==> src/frv_wb_pkg.sv <==
// ----------------------------------------------------------
// Shared widths, opcodes and bundles of the RV32 back end.
// Modules import it inside their body.
// ----------------------------------------------------------
package frv_wb_pkg;

    localparam int XLEN = 32;                          // Data path width

    // Functional unit bit positions
    localparam int FU_ALU = 0;
    localparam int FU_CFU = 1;
    localparam int FU_CSR = 2;

    // ALU micro-ops
    localparam logic [4:0] ALU_ADD = 5'd0;
    localparam logic [4:0] ALU_SUB = 5'd1;
    localparam logic [4:0] ALU_AND = 5'd2;
    localparam logic [4:0] ALU_OR  = 5'd3;
    localparam logic [4:0] ALU_XOR = 5'd4;
    localparam logic [4:0] ALU_LUI = 5'd5;

    // CFU micro-ops
    localparam logic [4:0] CFU_BEQ       = 5'd0;
    localparam logic [4:0] CFU_BNE       = 5'd1;
    localparam logic [4:0] CFU_JAL       = 5'd2;
    localparam logic [4:0] CFU_ECALL     = 5'd3;
    localparam logic [4:0] CFU_EBREAK    = 5'd4;
    localparam logic [4:0] CFU_MRET      = 5'd5;
    localparam logic [4:0] CFU_NOT_TAKEN = 5'd6;     // Branch resolved not taken

    // CSR micro-op flag bits
    localparam int CSR_READ  = 0;
    localparam int CSR_WRITE = 1;
    localparam int CSR_SET   = 2;
    localparam int CSR_CLEAR = 3;

    // Implemented machine CSRs
    localparam logic [11:0] CSR_MSCRATCH = 12'h340;
    localparam logic [11:0] CSR_MTVEC    = 12'h305;
    localparam logic [11:0] CSR_MEPC     = 12'h341;
    localparam logic [XLEN-1:0] MTVEC_RESET = 32'h0000_0100;

    typedef struct packed {
        logic [2:0]      fu;                           // One-hot unit select
        logic [4:0]      uop;
        logic [4:0]      rd;
        logic [4:0]      rs1;
        logic [4:0]      rs2;
        logic [31:0]     imm;
        logic [31:0]     pc;
        logic [31:0]     instr;
    } issue_t;

    typedef struct packed {
        logic [2:0]      fu;
        logic [4:0]      uop;
        logic [4:0]      rd;
        logic [XLEN-1:0] opr_a;                        // Result, target or CSR data
        logic [XLEN-1:0] opr_b;                        // Link value or CSR address
        logic [31:0]     pc;
        logic [31:0]     instr;
        logic            trap;                         // Interrupt taken on this item
    } wb_item_t;

    typedef struct packed {
        logic            wen;
        logic [4:0]      rd;
        logic [XLEN-1:0] wdata;
    } gpr_wr_t;

    typedef struct packed {
        logic            en;
        logic            wr;
        logic            set;
        logic            clr;
        logic [11:0]     addr;
        logic [XLEN-1:0] wdata;
    } csr_req_t;

    typedef struct packed {
        logic            valid;
        logic [31:0]     pc;
    } trap_t;

endpackage

==> src/frv_csr_regfile.sv <==
// ----------------------------------------------------------
// Machine CSRs mscratch, mtvec and mepc. Serves writeback
// accesses and captures mepc on a trap.
// ----------------------------------------------------------
module frv_csr_regfile (
    input  logic                          g_clk,       // Global clock
    input  logic                          g_resetn,    // Sync reset, active low
    input  frv_wb_pkg::csr_req_t          req,
    output logic [frv_wb_pkg::XLEN-1:0]   rdata,       // Value before this access
    input  frv_wb_pkg::trap_t             trap,
    output logic [frv_wb_pkg::XLEN-1:0]   mtvec,
    output logic [frv_wb_pkg::XLEN-1:0]   mepc
);
    import frv_wb_pkg::*;

    logic [XLEN-1:0] mscratch_q;
    logic [XLEN-1:0] mtvec_q;
    logic [XLEN-1:0] mepc_q;
    logic [XLEN-1:0] wr_value;
    logic            do_write;

    // Read select, unknown addresses give zero
    always_comb begin
        case (req.addr)
            CSR_MSCRATCH: rdata = mscratch_q;
            CSR_MTVEC:    rdata = mtvec_q;
            CSR_MEPC:     rdata = mepc_q;
            default:      rdata = '0;
        endcase
    end

    // Write beats set, set beats clear
    always_comb begin
        if (req.wr) begin
            wr_value = req.wdata;
        end else if (req.set) begin
            wr_value = rdata | req.wdata;
        end else begin
            wr_value = rdata & ~req.wdata;
        end
    end

    assign do_write = req.en && (req.wr || req.set || req.clr);

    always_ff @(posedge g_clk) begin
        if (!g_resetn) begin
            mscratch_q <= '0;
            mtvec_q    <= MTVEC_RESET;
            mepc_q     <= '0;
        end else begin
            if (do_write && req.addr == CSR_MSCRATCH) begin
                mscratch_q <= wr_value;
            end
            if (do_write && req.addr == CSR_MTVEC) begin
                mtvec_q <= wr_value;
            end
            if (trap.valid) begin
                mepc_q <= trap.pc;                       // Trap wins over a CSR write
            end else if (do_write && req.addr == CSR_MEPC) begin
                mepc_q <= wr_value;
            end
        end
    end

    assign mtvec = mtvec_q;
    assign mepc  = mepc_q;

endmodule

==> src/frv_gpr_regfile.sv <==
// ----------------------------------------------------------
// General purpose registers. Two read ports, one write port,
// x0 reads as zero.
// ----------------------------------------------------------
module frv_gpr_regfile (
    input  logic                          g_clk,       // Global clock
    input  logic                          g_resetn,    // Sync reset, active low
    input  logic [4:0]                    rs1_addr,
    input  logic [4:0]                    rs2_addr,
    output logic [frv_wb_pkg::XLEN-1:0]   rs1_data,    // Asynchronous read
    output logic [frv_wb_pkg::XLEN-1:0]   rs2_data,
    input  frv_wb_pkg::gpr_wr_t           wr
);
    import frv_wb_pkg::*;

    logic [XLEN-1:0] regs [32];

    always_ff @(posedge g_clk) begin
        if (!g_resetn) begin
            for (int i = 0; i < 32; i++) begin
                regs[i] <= '0;
            end
        end else if (wr.wen && wr.rd != 5'd0) begin    // x0 never written
            regs[wr.rd] <= wr.wdata;
        end
    end

    assign rs1_data = regs[rs1_addr];
    assign rs2_data = regs[rs2_addr];

endmodule

==> src/frv_pipeline_execute.sv <==
// ----------------------------------------------------------
// Execute stage. Reads operands with forwarding, resolves ALU
// and branch work and builds the writeback item, all combinational.
// ----------------------------------------------------------
module frv_pipeline_execute (
    input  logic                          g_clk,        // Global clock
    input  logic                          g_resetn,     // Sync reset, active low
    input  logic                          issue_valid,  // Issue offer
    input  frv_wb_pkg::issue_t            issue,        // Held while busy
    input  logic                          irq,          // Sampled with the item
    output logic                          issue_busy,
    output logic [4:0]                    rs1_addr,
    output logic [4:0]                    rs2_addr,
    input  logic [frv_wb_pkg::XLEN-1:0]   rs1_data,
    input  logic [frv_wb_pkg::XLEN-1:0]   rs2_data,
    input  frv_wb_pkg::gpr_wr_t           fwd,          // Writeback write port
    output logic                          s3_valid,
    output frv_wb_pkg::wb_item_t          s3_item,
    input  logic                          s3_busy
);
    import frv_wb_pkg::*;

    logic [XLEN-1:0] rs1_val;
    logic [XLEN-1:0] rs2_val;
    logic [XLEN-1:0] alu_b;
    logic [XLEN-1:0] alu_result;
    logic [XLEN-1:0] target;
    logic            is_branch;
    logic            taken;

    assign rs1_addr   = issue.rs1;
    assign rs2_addr   = issue.rs2;
    assign s3_valid   = issue_valid;                    // No work of its own to stall
    assign issue_busy = s3_busy;

    // ----------------------------------------------------------
    // Operand fetch
    // ----------------------------------------------------------
    assign rs1_val = (fwd.wen && fwd.rd != 5'd0 && fwd.rd == issue.rs1) ? fwd.wdata : rs1_data;
    assign rs2_val = (fwd.wen && fwd.rd != 5'd0 && fwd.rd == issue.rs2) ? fwd.wdata : rs2_data;

    // rs2 = x0 gives the immediate form
    assign alu_b = rs2_val + issue.imm;

    always_comb begin
        case (issue.uop)
            ALU_SUB: alu_result = rs1_val - alu_b;
            ALU_AND: alu_result = rs1_val & alu_b;
            ALU_OR:  alu_result = rs1_val | alu_b;
            ALU_XOR: alu_result = rs1_val ^ alu_b;
            ALU_LUI: alu_result = issue.imm;            // Immediate passes through
            default: alu_result = rs1_val + alu_b;      // ALU_ADD
        endcase
    end

    // ----------------------------------------------------------
    // Branch resolution
    // ----------------------------------------------------------
    assign is_branch = issue.uop == CFU_BEQ || issue.uop == CFU_BNE;
    assign taken     = (issue.uop == CFU_BEQ && rs1_val == rs2_val) ||
                       (issue.uop == CFU_BNE && rs1_val != rs2_val);
    assign target    = issue.pc + issue.imm;            // Branch and JAL target

    always_comb begin
        s3_item.fu    = issue.fu;
        s3_item.uop   = issue.uop;
        s3_item.rd    = issue.rd;
        s3_item.opr_a = alu_result;
        s3_item.opr_b = alu_b;
        s3_item.pc    = issue.pc;
        s3_item.instr = issue.instr;
        s3_item.trap  = irq;                            // Turns the item into an interrupt
        if (issue.fu[FU_CFU]) begin
            s3_item.opr_a = target;
            s3_item.opr_b = issue.pc + 32'd4;           // Link value
            if (is_branch && !taken) begin
                s3_item.uop = CFU_NOT_TAKEN;
            end
            if (issue.uop == CFU_JAL) begin
                s3_item.fu[FU_ALU] = 1'b1;              // Link goes through the ALU path
            end
        end else if (issue.fu[FU_CSR]) begin
            s3_item.opr_a = rs1_val;
            s3_item.opr_b = {{(XLEN-12){1'b0}}, issue.imm[11:0]};  // CSR address
        end
    end

    // Item must not move while the register refuses it
    // Forwarded operands may update it in the cycle it is taken
    a_item_hold: assert property (@(posedge g_clk) disable iff (!g_resetn)
        s3_valid && s3_busy |=> s3_valid && (!s3_busy || $stable(s3_item)));

endmodule

==> src/frv_pipeline_register.sv <==
// ----------------------------------------------------------
// One-entry pipeline register with valid/busy flow control.
// The payload type is set per instance.
// ----------------------------------------------------------
module frv_pipeline_register #(
    parameter type payload_t = logic
) (
    input  logic     g_clk,                 // Global clock
    input  logic     g_resetn,              // Sync reset, active low
    input  logic     in_valid,
    input  payload_t in_data,
    output logic     in_busy,               // Full and not draining
    output logic     out_valid,
    output payload_t out_data,
    input  logic     out_busy
);

    logic     valid_q;
    payload_t data_q;                       // Payload, no reset
    logic     accept;
    logic     drain;

    assign drain    = valid_q && !out_busy; // Consumer takes it this cycle
    assign in_busy  = valid_q && out_busy;
    assign accept   = in_valid && !in_busy;

    always_ff @(posedge g_clk) begin
        if (!g_resetn) begin
            valid_q <= 1'b0;
        end else if (accept) begin
            valid_q <= 1'b1;
        end else if (drain) begin
            valid_q <= 1'b0;
        end
    end

    always_ff @(posedge g_clk) begin
        if (accept) begin
            data_q <= in_data;
        end
    end

    assign out_valid = valid_q;
    assign out_data  = data_q;

    a_out_hold: assert property (@(posedge g_clk) disable iff (!g_resetn)
        out_valid && out_busy |=> out_valid && $stable(out_data));

endmodule

==> src/frv_pipeline_writeback.sv <==
// ----------------------------------------------------------
// Writeback stage. Retires each item: GPR write, CSR access,
// control-flow requests, trap capture and the trace port.
// ----------------------------------------------------------
module frv_pipeline_writeback (
    input  logic                          g_clk,        // Global clock
    input  logic                          g_resetn,     // Sync reset, active low
    input  logic                          s4_valid,
    input  frv_wb_pkg::wb_item_t          s4_item,
    output logic                          s4_busy,      // Stalled on cf_ack
    output frv_wb_pkg::gpr_wr_t           gpr_wr,       // Also the forwarding path
    output frv_wb_pkg::csr_req_t          csr_req,
    input  logic [frv_wb_pkg::XLEN-1:0]   csr_rdata,    // Old value of csr_req.addr
    input  logic [frv_wb_pkg::XLEN-1:0]   csr_mtvec,
    input  logic [frv_wb_pkg::XLEN-1:0]   csr_mepc,
    output frv_wb_pkg::trap_t             trap,
    output logic                          cf_req,       // Level, held until cf_ack
    output logic [frv_wb_pkg::XLEN-1:0]   cf_target,
    input  logic                          cf_ack,
    output logic                          trs_valid,
    output logic [frv_wb_pkg::XLEN-1:0]   trs_pc,
    output logic [31:0]                   trs_instr
);
    import frv_wb_pkg::*;

    logic fu_alu;
    logic fu_cfu;
    logic fu_csr;
    logic pipe_progress;
    logic cfu_taken;
    logic cfu_trap;
    logic cfu_mret;
    logic tgt_trap;
    logic alu_gpr_wen;
    logic csr_gpr_wen;

    // ----------------------------------------------------------
    // Decode
    // ----------------------------------------------------------
    assign fu_alu = s4_item.fu[FU_ALU] && !s4_item.trap;   // Interrupt kills the op
    assign fu_cfu = s4_item.fu[FU_CFU] && !s4_item.trap;
    assign fu_csr = s4_item.fu[FU_CSR] && !s4_item.trap;

    assign pipe_progress = s4_valid && !s4_busy;

    // ----------------------------------------------------------
    // Control flow
    // ----------------------------------------------------------
    assign cfu_taken = fu_cfu && (s4_item.uop == CFU_BEQ || s4_item.uop == CFU_BNE ||
                                  s4_item.uop == CFU_JAL);
    assign cfu_trap  = fu_cfu && (s4_item.uop == CFU_ECALL || s4_item.uop == CFU_EBREAK);
    assign cfu_mret  = fu_cfu && s4_item.uop == CFU_MRET;
    assign tgt_trap  = cfu_trap || s4_item.trap;            // Vector through mtvec

    assign cf_req = s4_valid && (cfu_taken || tgt_trap || cfu_mret);

    always_comb begin
        if (tgt_trap) begin
            cf_target = csr_mtvec;
        end else if (cfu_mret) begin
            cf_target = csr_mepc;
        end else begin
            cf_target = s4_item.opr_a;                      // Branch or JAL target
        end
    end

    assign s4_busy = cf_req && !cf_ack;                     // Wait for fetch side

    // ----------------------------------------------------------
    // CSR access
    // ----------------------------------------------------------
    assign csr_req.en    = pipe_progress && fu_csr;
    assign csr_req.wr    = fu_csr && s4_item.uop[CSR_WRITE];
    assign csr_req.set   = fu_csr && s4_item.uop[CSR_SET];
    assign csr_req.clr   = fu_csr && s4_item.uop[CSR_CLEAR];
    assign csr_req.addr  = s4_item.opr_b[11:0];
    assign csr_req.wdata = s4_item.opr_a;

    // ----------------------------------------------------------
    // GPR writeback
    // ----------------------------------------------------------
    assign alu_gpr_wen = fu_alu;                            // Includes JAL link
    assign csr_gpr_wen = fu_csr && s4_item.uop[CSR_READ];

    assign gpr_wr.wen = pipe_progress && (alu_gpr_wen || csr_gpr_wen);
    assign gpr_wr.rd  = s4_item.rd;

    always_comb begin
        if (csr_gpr_wen) begin
            gpr_wr.wdata = csr_rdata;
        end else if (fu_cfu) begin
            gpr_wr.wdata = s4_item.opr_b;                   // JAL return address
        end else begin
            gpr_wr.wdata = s4_item.opr_a;
        end
    end

    // ----------------------------------------------------------
    // Trap capture and trace
    // ----------------------------------------------------------
    assign trap.valid = pipe_progress && tgt_trap;
    assign trap.pc    = s4_item.pc;                         // Lands in mepc

    assign trs_valid = pipe_progress;
    assign trs_pc    = s4_item.pc;
    assign trs_instr = s4_item.instr;

    a_cf_hold: assert property (@(posedge g_clk) disable iff (!g_resetn)
        cf_req && !cf_ack |=> cf_req && $stable(cf_target));

endmodule

==> src/frv_writeback_top.sv <==
// ----------------------------------------------------------
// Back end top. Execute, stage register and writeback with the
// GPR and CSR files; exposes issue, control flow and trace.
// ----------------------------------------------------------
module frv_writeback_top (
    input  logic                          g_clk,        // Global clock
    input  logic                          g_resetn,     // Sync reset, active low
    input  logic                          issue_valid,
    input  frv_wb_pkg::issue_t            issue,
    input  logic                          irq,
    output logic                          issue_busy,
    output logic                          cf_req,
    output logic [frv_wb_pkg::XLEN-1:0]   cf_target,
    input  logic                          cf_ack,
    output frv_wb_pkg::gpr_wr_t           gpr_wr,       // Observed write port
    output logic                          trs_valid,
    output logic [frv_wb_pkg::XLEN-1:0]   trs_pc,
    output logic [31:0]                   trs_instr
);
    import frv_wb_pkg::*;

    logic [4:0]      rs1_addr;
    logic [4:0]      rs2_addr;
    logic [XLEN-1:0] rs1_data;
    logic [XLEN-1:0] rs2_data;
    logic            s3_valid;
    logic            s3_busy;
    wb_item_t        s3_item;
    logic            s4_valid;
    logic            s4_busy;
    wb_item_t        s4_item;
    csr_req_t        csr_req;
    logic [XLEN-1:0] csr_rdata;
    logic [XLEN-1:0] csr_mtvec;
    logic [XLEN-1:0] csr_mepc;
    trap_t           trap;

    frv_pipeline_execute u_execute (
        .g_clk, .g_resetn, .issue_valid, .issue, .irq, .issue_busy,
        .rs1_addr, .rs2_addr, .rs1_data, .rs2_data,
        .fwd      (gpr_wr),                             // Writeback forwarding
        .s3_valid, .s3_item, .s3_busy
    );

    frv_pipeline_register #(.payload_t(wb_item_t)) u_s4_reg (
        .g_clk, .g_resetn,
        .in_valid  (s3_valid), .in_data  (s3_item), .in_busy  (s3_busy),
        .out_valid (s4_valid), .out_data (s4_item), .out_busy (s4_busy)
    );

    frv_pipeline_writeback u_writeback (
        .g_clk, .g_resetn, .s4_valid, .s4_item, .s4_busy, .gpr_wr,
        .csr_req, .csr_rdata, .csr_mtvec, .csr_mepc, .trap,
        .cf_req, .cf_target, .cf_ack, .trs_valid, .trs_pc, .trs_instr
    );

    frv_gpr_regfile u_gpr (
        .g_clk, .g_resetn, .rs1_addr, .rs2_addr, .rs1_data, .rs2_data,
        .wr (gpr_wr)
    );

    frv_csr_regfile u_csr (
        .g_clk, .g_resetn, .req (csr_req), .rdata (csr_rdata), .trap,
        .mtvec (csr_mtvec), .mepc (csr_mepc)
    );

endmodule
==> config.mk <==
export PLATFORM = sky130hd
export DESIGN_NAME = frv_writeback_top
export DESIGN_NICKNAME = d
export VERILOG_FILES = /design/src/frv_wb_pkg.sv /design/src/frv_csr_regfile.sv /design/src/frv_gpr_regfile.sv /design/src/frv_pipeline_execute.sv /design/src/frv_pipeline_register.sv /design/src/frv_pipeline_writeback.sv /design/src/frv_writeback_top.sv
export SDC_FILE = /design/constraint.sdc
export NUM_CORES = 2
export LEC_CHECK = 0
export BUFFER_PORTS_ARGS = -buffer_cell sky130_fd_sc_hd__clkbuf_2
export CELL_PAD_IN_SITES_DETAIL_PLACEMENT = 1
export CELL_PAD_IN_SITES_GLOBAL_PLACEMENT = 1
export CORE_MARGIN = 10
export CORE_UTILIZATION = 51
export DETAILED_ROUTE_END_ITERATION = 7
export PLACE_DENSITY_LB_ADDON = 0.1
export SYNTH_ARGS = -nofsm -noshare
export SYNTH_HDL_FRONTEND = slang
export SYNTH_SLANG_ARGS = --single-unit
==> constraint.sdc <==
create_clock -name g_clk -period 10 [get_ports g_clk]
set_clock_uncertainty 0.15 [all_clocks]
set_input_delay 1 -clock g_clk [delete_from_list [all_inputs] [get_ports g_clk]]
set_output_delay 1 -clock g_clk [all_outputs]
set_load 0.05 [all_outputs]
==> metrics.yaml <==
clock_tree:
  clk_pin_slew_worst_paths_ns: 0.06
  cts_sinks: 1263
  hold_buffers: 0
  cts_made_buffers: 146
  cts_root_buffer: "clkbuf_16"
  cts_tree: "done"
  cts_resized: 0
  cts_htree_levels: 4
  clk_latency_ns: 0.82
  postCtsSetupRepairBufs: 0
  cts.path.max_buffers: 3
setup_path:
  worstSetupStartpointType: "primary input"
  crit_path_end_kind: "flip-flop"
  cpMaxStageDelayCell: "a221oi_1"
  crit_path_max_fanout: 48
  critPathRequiredTime_ns: 10.50
  cp.arrival_ns: 9.73
  path_class: "in -> reg"
  slowest_delay_ns: 0.56
synthesis:
  synth_top_family_by_area: "multiplexers"
  synthXorXnorAreaFrac: 0.0245
  synth_area_um2: 74000
  synth-seq-cells: 1263
  synthAdderAreaFrac: 0.0285
  ys_async_sr_fraction: 0
  syn_inst: 6329
  synth_flop_cell: "edfxtp_1"
  synth_edf_count: 1166
  avgSynthCellArea_um2: 11.7
  yosysSeqAreaShare: 0.499
  synthMuxAreaShare: 0.188
  synth-simple-area-share: 0.117
  synth-compound-area-share: 0.0950
  yosysWarnings: 0
  post_synth_num_cell_types: 109
sta:
  worst_pin_slew_ns: 1.43
  period_share: 0.923
  setup_viol: 0
  drv_slew: 0
  fmaxAchievable_mhz: 108
  hold_viol: 0
  finalHoldWorstSlack_ns: 0.203
  rsz0062_at_grt: "no"
  setup_ws_ns: 0.769
  timing.final.crit_period_ns: 9.23
  tns_ns: 0
  relSlewSlack: 0.0404
global_route:
  grt_max_degree: 101
  gr-usage-all-layers: 0.409
  grt_pass1_vias: 62200
  grt_pass1_wl_mm: 470
  antenna_found_initial: 15
  overflow: 0
finish:
  fin_cells: 8492
  final_util: 0.574
  final_layout_size_suffix_gt1_frac: 0.211
  area_delta_synth_final_pct: 11.5
  final_cell_area_um2: 82500
  fillers: 14700
  final_nets: 6754
pwr:
  p_clk_frac: 0.351
  netSwitchingFraction: 0.338
  power_density_nw_per_um2: 190
  finalPower_mw: 15.7
  power_leakage_nw: 31.6
  p_switching_mw: 5.31
  p_seq_frac: 0.394
  vdd_drop_max_mv: 0.150
  combPwrFrac: 0.254
  intPower_mw: 10.4
detailed_routing:
  drt_iter0_markers: 9386
  vias_per_cell: 7.20
  first_pass_iters: 6
  drtAntennaViolNets: 0
  routed_wl_mm: 340
  routedWlPerCell_um: 40.1
  vias: 61100
  drcViolationCount: 0
floorplan:
  coreArea_um2: 144000
  start_util: 0.515
  io_pins: 261
  dieHeight_um: 401
  row_count: 139
  fp.dieW_um: 401
  dieArea_um2: 161000
placed_design:
  routabilityCongestion: 1.00
  dpl-instance-area_um2: 77700
  dpl_worst_slack_ns: 0.171
  dp.cells: 8218
  dpl.hpwl_mm: 227
  io_buffers: 260
worst_hold_path:
  hold_class: "in -> reg"
flow_run:
  maxCapViolCount: 0
run_status:
  outcome: "finished, final reports clean"
## layer usage
metal | vias up | part of all wire | global-route usage
li1 | 23900 | - | -
met1 | 30900 | 0.33 | 0.481
met2 | 4871 | 0.45 | 0.631
met3 | 1456 | 0.13 | 0.121
met4 | 22 | 0.095 | 0.314
met5 | - | 0.00070 | 0
## cell usage after synthesis (all sizes together), types with 19 or more instances
cell | instances | area, µm²
nor2 | 1377 | 5180
edfxtp | 1166 | 35000
mux4 | 429 | 9660
mux2i | 387 | 3900
a21oi | 348 | 1780
clkbuf | 335 | 1260
buf | 266 | 1760
nand2 | 265 | 997
a22oi | 188 | 1410
ha | 164 | 2050
inv | 142 | 533
o21ai | 134 | 674
xnor2 | 124 | 1100
nand3 | 107 | 536
a211oi | 99 | 771
dfxtp | 97 | 1940
xor2 | 80 | 716
nor3 | 56 | 297
o22ai | 47 | 294
nand4 | 46 | 294
nor2b | 38 | 238
mux2 | 32 | 360
a221oi | 31 | 284
a21o | 28 | 211
nand2b | 25 | 156
a31oi | 24 | 150
a22o | 21 | 184
and3 | 21 | 131
nor4 | 19 | 155
o221ai | 19 | 166
## worst max-delay path: cells and delay by family
| kind | cells | cell delay (ns) |
|---|---|---|
| AO/OA/AOI/OAI | 13 | 3.24 |
| AND/OR/NAND/NOR | 7 | 1.84 |
| buffers and inverters | 4 | 1.10 |
| multiplexers | 3 | 0.98 |
| adder cells (fa/ha/maj) | 2 | 0.72 |
| XOR/XNOR | 4 | 0.68 |
## final timing paths
| kind | from | end | slack [ns] | cells past startpoint |
|---|---|---|---|---|
| worst max-delay path | issue[96] | u_s4_reg.out_data[128]$_DFFE_PP_ | 0.77 | 33 |
| worst min-delay path | issue[10] | u_s4_reg.out_data[11]$_DFFE_PP_ | 0.20 | 1 |
| worst max register to register | u_s4_reg.out_data[131]$_DFFE_PP_ | u_s4_reg.out_data[128]$_DFFE_PP_ | 0.91 | 34 |
| worst min register to register | u_csr.mscratch_q[26]$_SDFFE_PN0P_ | u_csr.mscratch_q[26]$_SDFFE_PN0P_ | 0.35 | 2 |
## kinds of logic after synthesis
logic type      Yosys count
compound gates         1063
xor+xnor                204
mux                     848
simple gates           2039
flops                  1263
fa+ha+maj               167
buf+inv                 744
other cells               1
## power groups by stage
stage / Clock, mW / Sequential (mW) / Combinational, mW
floorplan: 0 / 6.19 / 2.40
global placement: 0 / 6.27 / 3.79
detailed placement: 0 / 6.29 / 3.85
CTS: 5.51 / 6.18 / 3.88
global route: 5.72 / 6.20 / 4.13
finish: 5.51 / 6.19 / 3.99
## cell usage in the layout (no fill, tap or decap), types with 33 or more instances in the layout
cell          n
nand2_1     199
a211oi_1     95
nor3_1       50
edfxtp_1   1166
nand3_1     107
o22ai_1      47
nor2_1     1374
buf_4       285
clkbuf_16   149
dfxtp_1      97
nand2_2      50
nand4_1      45
inv_1       136
clkbuf_2    254
xnor2_1     122
xor2_1       78
a22oi_1     188
nor2b_1      33
ha_1        164
o21ai_0     116
a21oi_1     336
clkinv_1     33
mux4_2      429
mux2i_1     384
## sequential cells by signal (all words and copies together), names as in the netlist
signal              flops
u_csr.mtvec            32
u_s4_reg.out_valid      1
u_csr.mepc             32
u_gpr.regs           1024
u_csr.mscratch_q       32
u_s4_reg.out_data     142
## cell type report
type	count	area, µm²	area share
Tap cell	1903	2380	0.0289
Timing Repair Buffer	556	3710	0.0450
Clock buffer	177	3880	0.0471
Antenna cell	6	15.0	0.000182
Multi-Input combinational cell	4353	34100	0.413
Inverter	143	542	0.00656
Sequential cell	1263	37000	0.448
Clock inverter	91	951	0.0115
Note: power is estimated with default switching activity, not from simulation.
